File: src/include/conv_macros.svh
`ifndef CONV_MACROS_SVH
`define CONV_MACROS_SVH

`define MEM_WORDS 1024 // shared memory depth in words
`define MEM_AW 10 // word index width

// configuration block, byte addresses
`define CFG_FILTER_ADDR 32'h0000_0000 // three packed coefficient words
`define CFG_DIMS_ADDR 32'h0000_000C // width in 31..16, height in 15..0
`define CFG_START_ADDR 32'h0000_0010 // first image pixel
`define CFG_RESULT_ADDR 32'h0000_0014 // first result word

`endif
File: src/hw/conv_pkg.sv
`default_nettype none

package conv_pkg;

	typedef logic [31:0] word_t;
	typedef logic [31:0] addr_t; // word aligned byte address

	typedef logic signed [7:0] coeff_t;
	typedef coeff_t [0:8] filter_t; // row-major window order

	typedef logic [7:0] pixel_t; // low byte of a memory word
	typedef logic [15:0] dim_t;
	typedef logic signed [31:0] acc_t;

endpackage

`default_nettype wire

File: src/hw/config_loader.sv
`timescale 1ns/1ps
`default_nettype none

`include "conv_macros.svh"

module config_loader (
	input logic clk,
	input logic rst_n,
	input logic load_start,
	input logic rd_valid,
	input conv_pkg::word_t rdata,
	output logic cfg_rd_en,
	output conv_pkg::addr_t cfg_addr,
	output logic cfg_busy,
	output logic cfg_done,
	output conv_pkg::filter_t filter,
	output conv_pkg::dim_t img_width,
	output conv_pkg::dim_t img_height,
	output conv_pkg::addr_t start_addr,
	output conv_pkg::addr_t result_addr
);
	typedef enum logic [2:0] {
		S_IDLE,
		S_FILTER1,
		S_FILTER2,
		S_FILTER3,
		S_DIMS,
		S_START,
		S_RESULT,
		S_DONE
	} state_e;

	state_e state;
	state_e next_load;
	logic rd_pending; // read issued, data not yet back
	logic in_load;
	logic capture;

	assign in_load = (state != S_IDLE) && (state != S_DONE);
	assign capture = in_load && rd_pending && rd_valid;

	// first read goes out together with load_start
	assign cfg_rd_en = (state == S_IDLE && load_start) || (in_load && !rd_pending);
	assign cfg_busy = (state != S_IDLE) || load_start;
	assign cfg_done = (state == S_DONE);

	always_comb begin
		case (state)
			S_FILTER2: cfg_addr = `CFG_FILTER_ADDR + 32'd4;
			S_FILTER3: cfg_addr = `CFG_FILTER_ADDR + 32'd8;
			S_DIMS: cfg_addr = `CFG_DIMS_ADDR;
			S_START: cfg_addr = `CFG_START_ADDR;
			S_RESULT: cfg_addr = `CFG_RESULT_ADDR;
			default: cfg_addr = `CFG_FILTER_ADDR; // idle and first word
		endcase
	end

	always_comb begin
		case (state)
			S_FILTER1: next_load = S_FILTER2;
			S_FILTER2: next_load = S_FILTER3;
			S_FILTER3: next_load = S_DIMS;
			S_DIMS: next_load = S_START;
			S_START: next_load = S_RESULT;
			default: next_load = S_DONE;
		endcase
	end

	always_ff @(posedge clk, negedge rst_n) begin
		if (!rst_n) begin
			state <= S_IDLE;
			rd_pending <= 1'b0;
		end else begin
			case (state)
				S_IDLE: begin
					if (load_start) begin
						state <= S_FILTER1;
						rd_pending <= 1'b1;
					end
				end
				S_DONE: state <= S_IDLE;
				default: begin
					if (!rd_pending) begin
						rd_pending <= 1'b1;
					end else if (rd_valid) begin
						rd_pending <= 1'b0;
						state <= next_load;
					end
				end
			endcase
		end
	end

	// decoded fields, held until the next load
	always_ff @(posedge clk) begin
		if (capture) begin
			case (state)
				S_FILTER1: for (int i = 0; i < 4; i++) filter[i] <= rdata[31-8*i -: 8];
				S_FILTER2: for (int i = 0; i < 4; i++) filter[4+i] <= rdata[31-8*i -: 8];
				S_FILTER3: filter[8] <= rdata[31:24]; // low bytes unused
				S_DIMS: begin
					img_width <= rdata[31:16];
					img_height <= rdata[15:0];
				end
				S_START: start_addr <= rdata;
				S_RESULT: result_addr <= rdata;
				default: ;
			endcase
		end
	end

endmodule

`default_nettype wire

File: config.mk
export PLATFORM = sky130hd
export DESIGN_NAME = config_loader
export DESIGN_NICKNAME = d
export VERILOG_FILES = /design/src/hw/conv_pkg.sv /design/src/hw/config_loader.sv
export VERILOG_INCLUDE_DIRS = /design/src /design/src/include
export SDC_FILE = /design/constraint.sdc
export NUM_CORES = 1
export LEC_CHECK = 0
export ABC_AREA = 1
export ABC_CLOCK_PERIOD_IN_PS = 2500
export BUFFER_PORTS_ARGS = -buffer_cell sky130_fd_sc_hd__buf_4
export CAP_MARGIN = 20
export CORE_UTILIZATION = 42
export DETAILED_ROUTE_END_ITERATION = 7
export GPL_TIMING_DRIVEN = 0
export PLACE_DENSITY_LB_ADDON = 0.1
export SLEW_MARGIN = 20
export SYNTH_ARGS = -nofsm -noshare
export SYNTH_HDL_FRONTEND = slang
export SYNTH_SLANG_ARGS = --single-unit
File: constraint.sdc
create_clock -name clk -period 2.5 [get_ports clk]
set_input_delay 0.5 -clock clk [delete_from_list [all_inputs] [get_ports clk]]
set_output_delay 0.5 -clock clk [all_outputs]
set_load 0.03 [all_outputs]
After elaboration in Yosys (flattened, before gate mapping). Index checks and enable logic that the tools add are counted.

Shifts and indexed selects: 0. Magnitude comparators: 0. Eq/ne operators: 9. Reductions and logical operators: 20. Div/mod/pow operators: 0. Mux-type cells: 10. Bitwise logic cells: 1. $mul: 0. $add $sub $neg: 0.

Operators by type and width (number): $pmux 5 s5 (1); $pmux 3 s5 (1); $reduce_and 2->1 (7); $eq 3x3->1 const B (4); $mux 3 (3); $reduce_bool 3->1 (3); $eq 3x2->1 const B (2); $pmux 3 s2 (1); $logic_and 1x1->1 (5); $eq 3x1->1 const B (1); $logic_not 3->1 (1); $mux 1 (3); $ne 3x3->1 const B (1); $reduce_and 3->1 (1); $logic_or 1x1->1 (2); $ne 2x2->1 const B (1); $pmux 1 s2 (1); $logic_not 1->1 (1); $not 1->1 (1).

Memory bits (read-only): 0. Input bits: 36. RAM bits: 0. Latch bits: 0. Register bits: 172. Logic and storage cells: 55. Output and inout port bits: 203. Memories kept: 0.

Depth between registers and ports, before layout.
Depth in word-level cells: 5. Mapped depth: 9. Depth with buffers taken out: 8.

Worst setup path before layout. OpenSTA, ideal clock, no wires.

Path kind: register to register. From: register state[1]. To: register img_height[0] (enable). Arrival time: 2085 ps. Setup slack: -6 ps. Required time: 2079 ps. Path buffers: 1. Stages on the path, launching flop included: 5. Clock period less this slack: 2506 ps. Setup time: 421 ps. Cells stage by stage: dfrtp_1 > buf_6 > nor2_2 > nand2_1 > nor2_1.

Longest elaborated chain between the ends: 5. Elaborated cells between the ends (all ways): 7. Classes of those cells: eq/ne (2); reduce/logical (5).

RTL lines: from (decl) (RTL line config_loader.sv:33) `state_e state;`; from (signal assigned) (RTL line config_loader.sv:87) `state <= next_load;`; $ne 3x3->1 / $reduce_bool 3->1 (equally long branches) (RTL line config_loader.sv:39) `assign in_load = (state != S_IDLE) && (state != S_DONE);`; $logic_and 1x1->1 (RTL line config_loader.sv:39); $logic_and 1x1->1 (2 in series) (RTL line config_loader.sv:40) `assign capture = in_load && rd_pending && rd_valid;`; $reduce_and 2->1 (no source line) *; to (signal assigned) (RTL line config_loader.sv:103) `img_height <= rdata[15:0];`; to (decl) (RTL line config_loader.sv:18) `output conv_pkg::dim_t img_height,`.

Mark *: on every way between the ends. The rest lies on a longest branch, timed or not. A chain may end at the register's enable or synchronous reset.

Final worst setup path.
From: register state[2]. To: output cfg_rd_en.

Longest elaborated chain between the ends: 4. Elaborated cells between the ends (all ways): 7. Classes of those cells: eq/ne (1); reduce/logical (6).

RTL lines: $ne 3x3->1 / $reduce_bool 3->1 (equally long branches) (RTL line config_loader.sv:39); $logic_and 1x1->1 (RTL line config_loader.sv:39); $logic_and 1x1->1 (RTL line config_loader.sv:43) `assign cfg_rd_en = (state == S_IDLE && load_start) || (in_load && !rd_pending);`; $logic_or 1x1->1 * (RTL line config_loader.sv:43); to (decl) (RTL line config_loader.sv:12) `output logic cfg_rd_en,`.

Marked as above.

==> run metrics <==
status=finished clean; global routing usage on met1=~20%; met3 Track Usage GR=between 6 and 7%; vias in the first global route=between 3000 and 4000; Worst-Skew Late Latency=around 0.42 ns; most used routing layer=met2; design area=about 0.0083 mm^2; non-filler cells in the finished layout=701; Die H=117.7 um; Die Wd=117.7 um; Seq/Total Area, Yosys=approximately nine tenths; Ys Warns=0; worst-margin pin slew=just over 0.8 ns; Hold Path Class=in2reg; Routed Antenna Nets=0; setup TNS=0 ns; Synth area leader=edfxtp_1; synthesized area=roughly 0.0056 mm^2; largest net degree at the start of global routing=20; Root Buffer=clkbuf_16; post-DR wirelength/cell=about 17 um; maximum VDD drop=~0.64 mV; Req. time, crit path=around 2.0 ns; Initial Util=between 40% and 50%; Rows=41; grt total ovfl=0; Mapped Cells=approximately 250; Rel. slew slack=between 40 and 50%; Highest Clock Rate=between 400 and 500 MHz; Routed Wire Length=about 12 mm; Leak Pwr=0.003327 uW; Tcrit/Tclk final=a little over 80%; first-iteration detailed-routing DRC count=slightly below 200; Avg Inst Size Synth=roughly 22 um^2; GRT Total Usage=17.31%; Via density=~4.4; Worst Setup End Kind=output pin; register bit total from synthesis=172; initial antenna violation count=0; Final Net Count=about 550; post-placement cell area=between 0.007 and 0.008 mm^2; Core Util, Final=64.61%; Sink Count=~170; count of pins over their slew limit=0; # DRC=0; drt first pass iters=4; Final setup violation count=0; Worst setup SP type=flip-flop; maximum fanout along the worst path=8; Cell variety after synth=20; post-layout min period=roughly 2.1 ns; via count=roughly 3100; Layout area overhead=47.28%; most area-consuming cells after synthesis=edfxtp_1 (90%), buf_4 (3.9%), dfrtp_1 (1.8%); Placed Instances=~670; CTS tree=built; Final Hold Viols=0; die area=between 0.01 and 0.015 mm^2; layout cells sized above 1=54.06%; H-Tree Depth=4; total setup buffers inserted after CTS=0; CTS clk-pin slew, worst paths=~0.060 ns; unrepaired setup endpoints after global routing=false; IO Pins=~240; cts bufs inserted=17; Worst Path Arrival=1.58 ns; Pwr Density=960.9 mW/mm^2; Clock Skew=~0.0074 ns; Synth top area share=between 80 and 90%; CTS Buffer Depth=2; first-pass GRT wire length=between 15 and 20 mm; Crit Path Category=reg2out; Max Cap Violations=0; RD Place Congestion=0.8201; n_diodes=0; Core ar.=around 0.013 mm^2; met2 Use GR=a little under 30%; Final HPWL DP=8.157 mm; Port Buffers=209
==> registers in the layout (all words and copies together) (netlist names) <==
register / cells
img_width: 16
state: 3
result_addr: 32
start_addr: 32
filter: 72
img_height: 16
rd_pending: 1
==> report_power, final <==
group	switching [uW]	internal [uW]
clock network	1010	1570
registers	102	3510
logic	1200	575
==> per-layer routing <==
| layer | part of all wire (%) | routed length, um | vias up |
|---|---|---|---|
| met3 | 7.8 | 920 | 16 |
| met4 | 1.6 | 187 | 0 |
| li1 | - | - | 1440 |
| met2 | 52 | 6210 | 166 |
| met1 | 38 | 4517 | 1488 |
| met5 | 0 | 0 | - |
==> critical path: stages, from the launching register on <==
cell and delay, ns:
dfrtp_1 0.50, inv_2 0.13, nand2_2 0.12, nand2_2 0.06, o21ai_0 0.16, buf_4 0.19
==> synthesized netlist by cell type <==
| library cell | instances |
|---|---|
| a21oi_1 | 3 |
| buf_4 | 29 |
| buf_6 | 1 |
| conb_1 | 1 |
| dfrtp_1 | 4 |
| edfxtp_1 | 168 |
| ha_1 | 1 |
| inv_1 | 4 |
| inv_2 | 3 |
| nand2_1 | 13 |
| nand2_2 | 2 |
| nand3_1 | 6 |
| nand3_2 | 2 |
| nand3b_1 | 1 |
| nand3b_2 | 1 |
| nor2_1 | 10 |
| nor2_2 | 1 |
| nor3_1 | 1 |
| o21ai_0 | 2 |
| o22ai_1 | 1 |
==> cell type report <==
class	count	area, um^2
tap	172	215.2
buffer	30	229.0
multi-input combinational	73	369.1
fill	953	4538
clock buffer	21	440.4
sequential	172	5145
inverter	7	26.28
clock inverter	11	145.1
timing repair buffer	215	1717
==> placed cells by master, fill, tap and decap left out, drive strengths merged, types with 4 or more instances in the layout <==
master / count
buf: 244
edfxtp: 168
conb: 29
clkbuf: 21
nand2: 15
nor2: 11
nand3: 8
inv: 8
dfrtp: 4
clkinv: 4
==> timing repair <==
| item | in CTS | in global routing |
|---|---|---|
| hold buffers | 1 | 0 |
| gates resized for setup | 0 | 0 |
| hold endpoints to repair | 4 | 0 |
| setup endpoints to repair | 0 | 0 |
==> worst paths after layout <==
check,to,slack (ns),cells past startpoint,start
worst max-delay path,cfg_rd_en,0.42,5,state[2]
max in group asynchronous,state[2],1.99,2,rst_n
min in group asynchronous,rd_pending,0.41,2,rst_n
worst min-delay path,filter[21],0.29,1,rdata[13]
worst max register to register,filter[58],0.51,3,rd_pending
worst min register to register,rd_pending,0.59,2,rd_pending
==> per-stage QoR <==
step / total power, uW / hold WS (ns) / setup slack [ns]
after global routing: 8251 / 0.2655 / 0.2830
after floorplan: 4709 / 0.2044 / 0.01533
after global placement: 5350 / 0.3031 / -1.449
after detailed placement: 5458 / 0.3014 / 0.2963
after CTS: 8015 / 0.2643 / 0.4070
final: 7963 / 0.2878 / 0.4238
==> kinds of logic after synthesis <==
kind of cell               count (synthesis)  share of synthesized area (%)
and+or+nand+nor                           37                          3.180
adders and majority gates                  1                         0.2223
buffers and inverters                     37                          4.536
AOI/OAI and AO/OA                          6                         0.5559
other                                      1                        0.06665
DFF                                      172                          91.44
(Power assumes the default switching activity.)
