`src/include/conv_macros.svh`:
```
`ifndef CONV_MACROS_SVH
`define CONV_MACROS_SVH

`define MEM_WORDS 1024 // shared memory depth in words
`define MEM_AW 10 // word index width

// configuration block, byte addresses
`define CFG_FILTER_ADDR 32'h0000_0000 // three packed coefficient words
`define CFG_DIMS_ADDR 32'h0000_000C // width in 31..16, height in 15..0
`define CFG_START_ADDR 32'h0000_0010 // first image pixel
`define CFG_RESULT_ADDR 32'h0000_0014 // first result word

`endif
```
`src/hw/conv_pkg.sv`:
```
`default_nettype none

package conv_pkg;

	typedef logic [31:0] word_t;
	typedef logic [31:0] addr_t; // word aligned byte address

	typedef logic signed [7:0] coeff_t;
	typedef coeff_t [0:8] filter_t; // row-major window order

	typedef logic [7:0] pixel_t; // low byte of a memory word
	typedef logic [15:0] dim_t;
	typedef logic signed [31:0] acc_t;

endpackage

`default_nettype wire

```
`src/hw/conv_engine.sv`:
```
`timescale 1ns/1ps
`default_nettype none

`include "conv_macros.svh"

module conv_engine (
	input logic clk,
	input logic rst_n,
	input logic eng_start,
	input conv_pkg::filter_t filter,
	input conv_pkg::dim_t img_width,
	input conv_pkg::dim_t img_height,
	input conv_pkg::addr_t start_addr,
	input conv_pkg::addr_t result_addr,
	input logic rd_valid,
	input conv_pkg::word_t rdata,
	output logic eng_rd_en,
	output logic eng_wr_en,
	output conv_pkg::addr_t eng_addr,
	output conv_pkg::word_t eng_wdata,
	output logic eng_busy,
	output logic eng_done
);
	typedef enum logic [1:0] {
		S_IDLE,
		S_READ,
		S_LAST,
		S_DONE
	} state_e;

	state_e state;

	conv_pkg::dim_t x; // output column
	conv_pkg::dim_t y; // output row
	logic [1:0] r; // window row of the next read
	logic [1:0] c; // window column of the next read
	logic [3:0] data_tap; // tap of the returning data
	conv_pkg::word_t out_count;
	conv_pkg::acc_t acc;

	conv_pkg::pixel_t pixel;
	conv_pkg::coeff_t coeff;
	conv_pkg::acc_t prod;
	conv_pkg::acc_t sum;
	conv_pkg::word_t row_idx;
	conv_pkg::word_t pix_idx;
	conv_pkg::addr_t pix_addr;
	conv_pkg::addr_t res_addr;
	logic last_col;
	logic last_row;
	logic too_small;

	assign pixel = rdata[7:0];
	assign coeff = filter[data_tap];
	assign prod = $signed({1'b0, pixel}) * coeff; // signed 9x8 product
	assign sum = ((data_tap == 4'd0) ? '0 : acc) + prod;

	assign row_idx = conv_pkg::word_t'(y) + conv_pkg::word_t'(r);
	assign pix_idx = row_idx * conv_pkg::word_t'(img_width) + conv_pkg::word_t'(x)
		+ conv_pkg::word_t'(c);
	assign pix_addr = start_addr + (pix_idx << 2);
	assign res_addr = result_addr + (out_count << 2);

	assign last_col = (x == img_width - 16'd3);
	assign last_row = (y == img_height - 16'd3);
	assign too_small = (img_width < 16'd3) || (img_height < 16'd3);

	assign eng_rd_en = (state == S_READ);
	assign eng_wr_en = (state == S_LAST) && rd_valid; // ninth tap returns here
	assign eng_addr = (state == S_LAST) ? res_addr : pix_addr;
	assign eng_wdata = sum;
	assign eng_busy = (state != S_IDLE);
	assign eng_done = (state == S_DONE);

	always_ff @(posedge clk, negedge rst_n) begin
		if (!rst_n) begin
			state <= S_IDLE;
			x <= '0;
			y <= '0;
			r <= '0;
			c <= '0;
			data_tap <= '0;
			out_count <= '0;
		end else begin
			case (state)
				S_IDLE: begin
					if (eng_start) begin
						x <= '0;
						y <= '0;
						r <= '0;
						c <= '0;
						data_tap <= '0;
						out_count <= '0;
						state <= too_small ? S_DONE : S_READ; // no outputs below 3x3
					end
				end
				S_READ: begin
					if (rd_valid)
						data_tap <= data_tap + 4'd1;
					if (c == 2'd2) begin
						c <= '0;
						if (r == 2'd2) begin
							r <= '0;
							state <= S_LAST;
						end else begin
							r <= r + 2'd1;
						end
					end else begin
						c <= c + 2'd1;
					end
				end
				S_LAST: begin
					if (rd_valid) begin
						data_tap <= '0;
						out_count <= out_count + 32'd1;
						if (last_col) begin
							x <= '0;
							if (last_row) begin
								state <= S_DONE;
							end else begin
								y <= y + 16'd1;
								state <= S_READ;
							end
						end else begin
							x <= x + 16'd1;
							state <= S_READ;
						end
					end
				end
				default: state <= S_IDLE;
			endcase
		end
	end

	always_ff @(posedge clk) begin
		if (state == S_READ && rd_valid)
			acc <= sum;
	end

endmodule

`default_nettype wire

```
`config.mk`:
```
export PLATFORM = sky130hd
export DESIGN_NAME = conv_engine
export DESIGN_NICKNAME = d
export VERILOG_FILES = /design/src/hw/conv_pkg.sv /design/src/hw/conv_engine.sv
export VERILOG_INCLUDE_DIRS = /design/src /design/src/include
export SDC_FILE = /design/constraint.sdc
export NUM_CORES = 1
export LEC_CHECK = 0
export BUFFER_PORTS_ARGS = -buffer_cell sky130_fd_sc_hd__buf_2
export CAP_MARGIN = 10
export CELL_PAD_IN_SITES_DETAIL_PLACEMENT = 2
export CELL_PAD_IN_SITES_GLOBAL_PLACEMENT = 2
export CORE_MARGIN = 2
export CORE_UTILIZATION = 37
export CTS_BUF_LIST = sky130_fd_sc_hd__clkbuf_4 sky130_fd_sc_hd__clkbuf_8 sky130_fd_sc_hd__clkbuf_16
export DETAILED_ROUTE_END_ITERATION = 6
export PLACE_DENSITY_LB_ADDON = 0.1
export SYNTH_ARGS = -nofsm -noshare
export SYNTH_HDL_FRONTEND = slang
export SYNTH_SLANG_ARGS = --single-unit
```
`constraint.sdc`:
```
create_clock -name clk -period 21.1 [get_ports clk]
set_input_delay 5.275 -clock clk [delete_from_list [all_inputs] [get_ports clk]]
set_output_delay 5.275 -clock clk [all_outputs]
set_load 0.005 [all_outputs]
```
* Word level (Yosys, flattened, before mapping)
Cells that the tools add are included.
Storage, ports and cells: bits of input ports 204, flip-flop bits (word level) 106, output and inout bits 68, logic and storage cells 91
Cells by class: bitwise gates (word level) 1, $lt $le $gt $ge 3, equal/unequal tests 14, mux-type cells 34, $mul 2, add/sub/neg operators 14, reductions and logical operators 15
Operators with widths (number):
- $mux 32 | 4
- $add 32x32->32 | 3
- $mux 16 | 6
- $pmux 16 s2 | 2
- $pmux 32 s2 | 1
- $add 16x1->16 const B | 2
- $add 32x1->32 const B | 1
- $bmux 8 s4 | 1
- $eq 16x16->1 | 2
- $lt 16x2->1 const B | 2
- $sub 16x2->16 const B | 2
- $add 30x16->30 | 1
- $add 30x2->30 | 1
- $mul 17x16->30 | 1
- $mux 2 | 11
- $add 16x2->17 | 1
- $mul 9x8->17 | 1
- $mux 8 | 2
- $mux 4 | 3
- $pmux 4 s3 | 1
- $ne 2x2->1 const B | 5
- $eq 2x2->1 const B | 4
- $pmux 2 s2 | 2
- $reduce_and 4->1 | 2
- 16 further kinds | 22

* Logic depth before layout (Yosys ltp)
Gate-level depths: netlist of the first run.
word-level depth 6, gate-level depth with buffers 36, gate-level depth less buffers 35

* Worst setup path before layout of the first run
No wires, ideal clock.
kind input to output, start point in filter[10] (netlist name), end point out eng_wdata[31], data required time 15.825 ns, slack 3.167 ns, arrival time 12.658 ns, stages 29, cell sequence mux4_2 -> mux2i_1 -> o21ai_0 -> and2_1 -> fa_1 -> fa_1 -> inv_1 -> fa_1 -> fa_1 -> inv_1 -> ha_1 -> a21o_1 -> a21oi_1 -> o21ai_0 -> a31oi_1 -> o21bai_1 -> a2111oi_0 -> or3_1 -> xnor2_1 -> ha_1 -> a21o_1 -> a21o_1 -> a211oi_1 -> o21ai_0 -> o31ai_1 -> nor2b_1 -> a221oi_1 -> xnor2_1 -> xnor2_1
Between the ends: word-level cells in the longest chain between the ends 5
RTL lines:
- start, declared | line conv_engine.sv:10 | input conv_pkg::filter_t filter,
- $bmux 8 s4 | line conv_engine.sv:54 | assign coeff = filter[data_tap];
- $mux 8 (not written as such) (2 in a row) | line conv_engine.sv:54
- $mul 9x8->17 | line conv_engine.sv:55 | assign prod = $signed({1'b0, pixel}) * coeff;
- $add 32x32->32 | line conv_engine.sv:56 | assign sum = ((data_tap == 4'd0) ? '0 : acc) + prod;
- end, declared | line conv_engine.sv:20 | output conv_pkg::word_t eng_wdata,
Every way passes these cells. The select of a mux whose other input is x is not followed.

* Final worst setup path of the first run
start point in img_width[3], end point out eng_addr[31]
Between the ends: word-level cells in the longest chain between the ends 5
RTL lines:
- start, declared | line conv_engine.sv:11 | input conv_pkg::dim_t img_width,
- $mul 17x16->30 | line conv_engine.sv:59 | assign pix_idx = row_idx * conv_pkg::word_t'(img_width) + conv_pkg::word_t'(x)
- $add 30x16->30 | line conv_engine.sv:59
- $add 30x2->30 | line conv_engine.sv:60 | + conv_pkg::word_t'(c);
- $add 32x32->32 | line conv_engine.sv:61 | assign pix_addr = start_addr + (pix_idx << 2);
- $mux 32 | line conv_engine.sv:70 | assign eng_addr = (state == S_LAST) ? res_addr : pix_addr;
- end, declared | line conv_engine.sv:19 | output conv_pkg::addr_t eng_addr,
Every way passes these cells.

==> flow_metrics.py, run 1 <==
metrics = {
    "synth": {
        "synthMuxAreaShare_pct": 2.50,
        "synth_compound_area_share_pct": 13.3,
        "syn_area_per_cell_um2": 8.37,
        "synthSimpleGateAreaFrac_pct": 20.5,
        "synth_xor_area_share_pct": 7.19,
        "async_reset_ff_share_pct": 69.2,
        "synth_top_family_by_area": "adder cells",
        "ys_seq_area_share_pct": 12.1,
        "synth-edff-count": 32,
        "yosysUniqueCellTypes": 84,
        "ys.flop_type": "dfrtp_1",
        "synth_cells": 2734,
        "ys_ff_latch": 104,
        "yosys_warnings": 0,
        "synth_fa_ha_area_share_pct": 36.1,
        "synth_fp_nets": 3440,
        "syn-cell-area_mm2": 0.0229,
    },
    "placement": {
        "gp_congestion": 0.879,
        "io_buffers": 247,
        "place_area_mm2": 0.0250,
        "dp_hpwl_um": 68600,
    },
    "grt": {
        "grt_pass1_wl_um": 132000,
        "antenna_found_initial": 32,
        "grt_max_degree": 43,
        "grtUsageTotal_pct": 26.6,
        "grt_overflow": 0,
        "grt_pass1_vias": 23421,
    },
    "clocking": {
        "clk_pin_slew_ns": 0.08,
        "post_cts_resized": 0,
        "cts_root_buf": "clkbuf_16",
        "clk-insertion-delay-late_ns": 0.41,
        "clk_path_buf_depth": 2,
        "numCtsBuffers": 9,
        "ctsHoldBuffers": 0,
        "cts_sinks": 104,
        "postCtsSetupRepairBufs": 0,
        "cts_tree": "built",
        "h-tree-depth": 3,
    },
    "routing": {
        "drc": 0,
        "ant_nets": 0,
        "routed_via_density": 5.49,
        "num_vias": 20471,
        "wl_met1_um": 37000,
        "drt_pass1_iterations": 5,
        "dr_wl_met2_um": 40400,
        "drt_iter0_drc": 794,
        "top_layer": "met5",
        "wl_um": 82900,
        "wire_per_inst_um": 22.2,
        "routed-wl-met3_um": 3270,
    },
    "floorplan": {
        "core_mm2": 0.0615,
        "dieArea_mm2": 0.0639,
        "num_rows": 91,
        "die_h_um": 253,
        "start_util_pct": 37.2,
        "ios": 272,
        "chipWidth_um": 253,
    },
    "sta": {
        "min_period_ns": 19.51,
        "slew_violations": 0,
        "max_slew_margin_pct": 24.8,
        "tightestPinTransition_ns": 1.12,
        "maxClockFrequency_ghz": 0.0513,
        "setup_viol": 0,
        "grt_setup_unrepaired": "no",
        "min_period_over_period_pct": 92.5,
        "hold_viol_final": 0,
        "fin_worst_skew_ns": 0.0134,
        "setup_tns_ns": 0,
    },
    "hold_path": {
        "hold_path_class": "reg2reg",
    },
    "finish": {
        "layout_commonest_cell": "inv_1",
        "multiInputGateArea_mm2": 0.0183,
        "nets": 3624,
        "fillers": 6962,
        "syn2layout_area_growth_pct": 10.6,
        "register_area_mm2": 0.00276,
        "layout-drive-gt1-share_pct": 11.9,
        "design_area_mm2": 0.0253,
        "fin_util_pct": 41.2,
        "final_cell_mix": "inv_1 (410), nand2_1 (318), fa_1 (264)",
    },
    "outcome": {
        "status": "finished clean",
    },
    "critical_path": {
        "cp.arrival_ns": 14.24,
        "end_kind": "output port",
        "crit_required_ns": 15.83,
        "startpoint_type": "primary input",
        "cp_max_fo": 22,
        "path_class": "in2out",
    },
    "flow_run": {
        "max_cap_violations": 0,
    },
}
synthesized netlist by cell type, types with 9 or more instances:
library cell / instances / area share, %
o21ai_0: 106 / 2.3
mux2i_1: 19 / 0.83
and4_1: 9 / 0.34
nor2_1: 151 / 2.5
a211oi_1: 23 / 0.75
o31ai_1: 16 / 0.52
a31oi_1: 15 / 0.41
xor2_1: 78 / 3.0
and2_1: 170 / 4.6
and3_1: 30 / 0.82
a21oi_1: 116 / 2.5
a211o_1: 9 / 0.34
or2_2: 9 / 0.25
inv_1: 410 / 6.7
or3_1: 14 / 0.38
nor2b_1: 51 / 1.4
nand2b_1: 22 / 0.60
edfxtp_1: 32 / 4.2
nand2_1: 318 / 5.2
fa_1: 264 / 23
nor3_1: 42 / 0.92
o21bai_1: 14 / 0.46
nand3_1: 46 / 1.0
a31o_2: 10 / 0.38
dfrtp_1: 72 / 7.9
a21o_1: 47 / 1.5
nand4_1: 34 / 0.93
mux4_2: 16 / 1.6
clkbuf_1: 85 / 1.4
xnor2_1: 110 / 4.2
o21a_1: 28 / 0.92
ha_1: 238 / 13
critical path, stage by stage:
cell and delay [ns]:
buf_2 0.48, nand2_1 0.16, fa_1 0.60, fa_1 0.44, fa_1 0.50, fa_1 0.50, inv_1 0.06, fa_1 0.53
inv_1 0.06, fa_1 0.53, inv_1 0.09, ha_1 0.40, and3_1 0.21, a311oi_1 0.14, o41ai_1 0.97, a31o_2 0.26
a21oi_1 0.08, xnor2_1 0.44, ha_1 0.42, and3_1 0.21, a221oi_1 0.34, nand2_1 0.10, a21o_1 0.20, a31oi_1 0.42
o221ai_1 0.22, a221o_1 0.39, nand3_1 0.08, buf_2 0.12
routing by layer:
layer  track usage, %  vias up
li1                 -     9416
met1             34.1    10591
met2             46.1      330
met3             4.45      114
met4             7.34       20
met5                0        -
final timing paths:
| check | startpoint | end | slack (ns) | cells past startpoint |
|---|---|---|---|---|
| worst max-delay path | img_width[3] | eng_addr[31] | 1.59 | 28 |
| worst min-delay path | x[3] | x[3] | 0.56 | 1 |
| worst max register to register | data_tap[1] | acc[31] | 11.36 | 31 |
| worst min register to register | x[3] | x[3] | 0.56 | 1 |
| max in group asynchronous | rst_n | data_tap[1] | 15.18 | 2 |
| min in group asynchronous | rst_n | y[15] | 4.84 | 1 |
sequential cells by signal, summed over array words and instances (netlist names):
register   flops
acc           32
c              2
data_tap       4
out_count     30
r              2
state          2
x             16
y             16
area by class of cell:
| class | count | area share (%) |
|---|---|---|
| Clock inverter | 7 | 0.213 |
| Inverter | 410 | 6.08 |
| Sequential cell | 104 | 10.9 |
| Antenna cell | 14 | 0.138 |
| Tap cell | 790 | 3.90 |
| Clock buffer | 9 | 0.890 |
| Timing Repair Buffer | 268 | 5.52 |
| Multi-Input combinational cell | 2125 | 72.3 |
through the flow:
stage               hold WS, ns  setup slack [ns]  instances
finish                    0.559              1.59       3727
global route              0.588             0.970       3725
CTS                       0.559              1.59       3713
detailed placement        0.544              1.66       3697
global placement          0.535              2.05       3697
floorplan                 0.501              3.17       2734
kinds of logic (layout without fill, tap and decap cells):
logic type / Yosys count / count (layout)
buf+inv: 505 / 694
xor+xnor: 188 / 188
other cells: 0 / 14
flops: 104 / 104
fa+ha+maj: 502 / 502
compound gates: 463 / 463
simple gates: 935 / 935
mux: 37 / 37
Power of run 1 is not shown: default switching activity piles up to over one toggle a cycle in this logic, so the estimate is an artifact.
==> inputs of run 2 (changes only) <==
MAX_ROUTING_LAYER = met4   (was unset)
==> run 2 against run 1 <==
  * Die area unchanged
  * Register-to-register slack improved by 0.02 ns
  * Final cell count is 0.38% higher
  * Highest routed layer is now met4
  * Sequential share of layout area about the same
  * Global-route usage up 0.79 points
  * Clock skew about the same
==> flow_metrics.py, run 2 (same netlist as run 1, synthesis figures left out) <==
metrics = {
    "outcome": {
        "status": "finished clean",
    },
    "routing": {
        "ant_nets": 0,
        "num_vias": 20425,
        "routed_via_density": 5.46,
        "wl_um": 82900,
        "drt_pass1_iterations": 4,
        "drc": 0,
        "drt_iter0_drc": 789,
        "wire_per_inst_um": 22.2,
    },
    "floorplan": {
        "ios": 272,
        "start_util_pct": 37.2,
        "num_rows": 91,
        "core_mm2": 0.0615,
        "chipWidth_um": 253,
        "dieArea_mm2": 0.0639,
        "die_h_um": 253,
    },
    "finish": {
        "nets": 3624,
        "largest_reg_flops": 32,
        "syn2layout_area_growth_pct": 10.7,
        "fin_util_pct": 41.2,
        "reg_top3": "acc: 32 flops, out_count: 30 flops",
        "largest_register": "acc",
        "final_cell_mix": "inv_1 (410), nand2_1 (318), fa_1 (264)",
        "fillers": 6958,
        "layout_commonest_cell": "inv_1",
        "layout-drive-gt1-share_pct": 11.9,
    },
    "critical_path": {
        "startpoint": "img_width[3]",
        "startpoint_type": "primary input",
        "slowest_stage": "o41ai_1",
        "end_kind": "output port",
        "critPathMaxStageDelay_ns": 0.91,
        "r2r_cells": 31,
        "cp.arrival_ns": 14.15,
        "cp_max_fo": 22,
        "r2r_end": "acc[31]",
        "rrSetupSlack_ns": 11.38,
        "crit_path_frequent_cell": "fa_1",
        "path_class": "in2out",
        "endpoint": "eng_addr[31]",
        "path_buf_inv": 5,
        "crit_required_ns": 15.83,
        "critPathTopFamily": "adder cells",
        "cp_num_cells": 28,
        "r2r_start": "data_tap[1]",
    },
    "sta": {
        "maxClockFrequency_ghz": 0.0515,
        "grt_setup_unrepaired": "no",
        "setup_viol": 0,
        "slew_violations": 0,
        "hold_viol_final": 0,
        "min_period_ns": 19.42,
        "tightestPinTransition_ns": 1.12,
        "min_period_over_period_pct": 92.1,
        "fin_worst_skew_ns": 0.0138,
        "max_slew_margin_pct": 25.1,
        "setup_tns_ns": 0,
    },
    "flow_run": {
        "max_cap_violations": 0,
    },
    "placement": {
        "gp_congestion": 0.894,
        "io_buffers": 247,
        "dp_hpwl_um": 68600,
    },
    "clocking": {
        "h-tree-depth": 3,
        "numCtsBuffers": 9,
        "clk_pin_slew_ns": 0.08,
        "ctsHoldBuffers": 0,
        "post_cts_resized": 0,
        "cts_tree": "built",
        "cts_sinks": 104,
        "postCtsSetupRepairBufs": 0,
        "clk-insertion-delay-late_ns": 0.41,
        "clk_path_buf_depth": 2,
        "cts_root_buf": "clkbuf_16",
    },
    "grt": {
        "grt_max_degree": 43,
        "grt_overflow": 0,
        "grt_pass1_vias": 23396,
        "antenna_found_initial": 32,
        "grtUsageTotal_pct": 27.4,
        "grt_pass1_wl_um": 132000,
    },
    "hold_path": {
        "hold_path_class": "reg2reg",
    },
}
==> run 2: cell type report <==
type                       count  area, um^2  area share, %
antenna                       28        70.1          0.276
clock buffer                   9         225          0.888
clock inverter                 7        53.8          0.212
inverter                     410        1540           6.07
multi-input combinational   2125       18300           72.2
sequential                   104        2760           10.9
tap                          790         988           3.90
timing repair buffer         268        1400           5.51
==> run 2: stage by stage <==
stage	instance area, um^2	hold WS (ns)	cells	setup WS (ns)
final	25300	0.557	3741	1.68
after floorplan	22900	0.501	2734	3.17
after detailed placement	25000	0.544	3697	1.66
after global routing	25300	0.588	3739	0.970
after global placement	25000	0.535	3697	2.05
after CTS	25300	0.559	3713	1.59
==> run 2: worst min-delay path by stage <==
stage,cells past startpoint,end,slack (ns),start
2_1_floorplan,2,x[8],0.50,x[8]
3_3_place_gp,1,x[3],0.54,x[3]
3_5_place_dp,1,x[3],0.54,x[3]
4_1_cts,1,x[3],0.56,x[3]
5_1_grt,1,x[3],0.59,x[3]
6_report,1,x[3],0.56,x[3]
==> run 2: layer usage <==
layer | wire (um) | track usage (%) | vias to the layer above
met1 | 37000 | 34.2 | 10588
li1 | - | - | 9421
met2 | 40600 | 46.1 | 320
met4 | 1940 | 7.34 | 0
met3 | 3380 | 4.40 | 96
met5 | 0 | - | -
Power of run 2 is left out for the same reason.
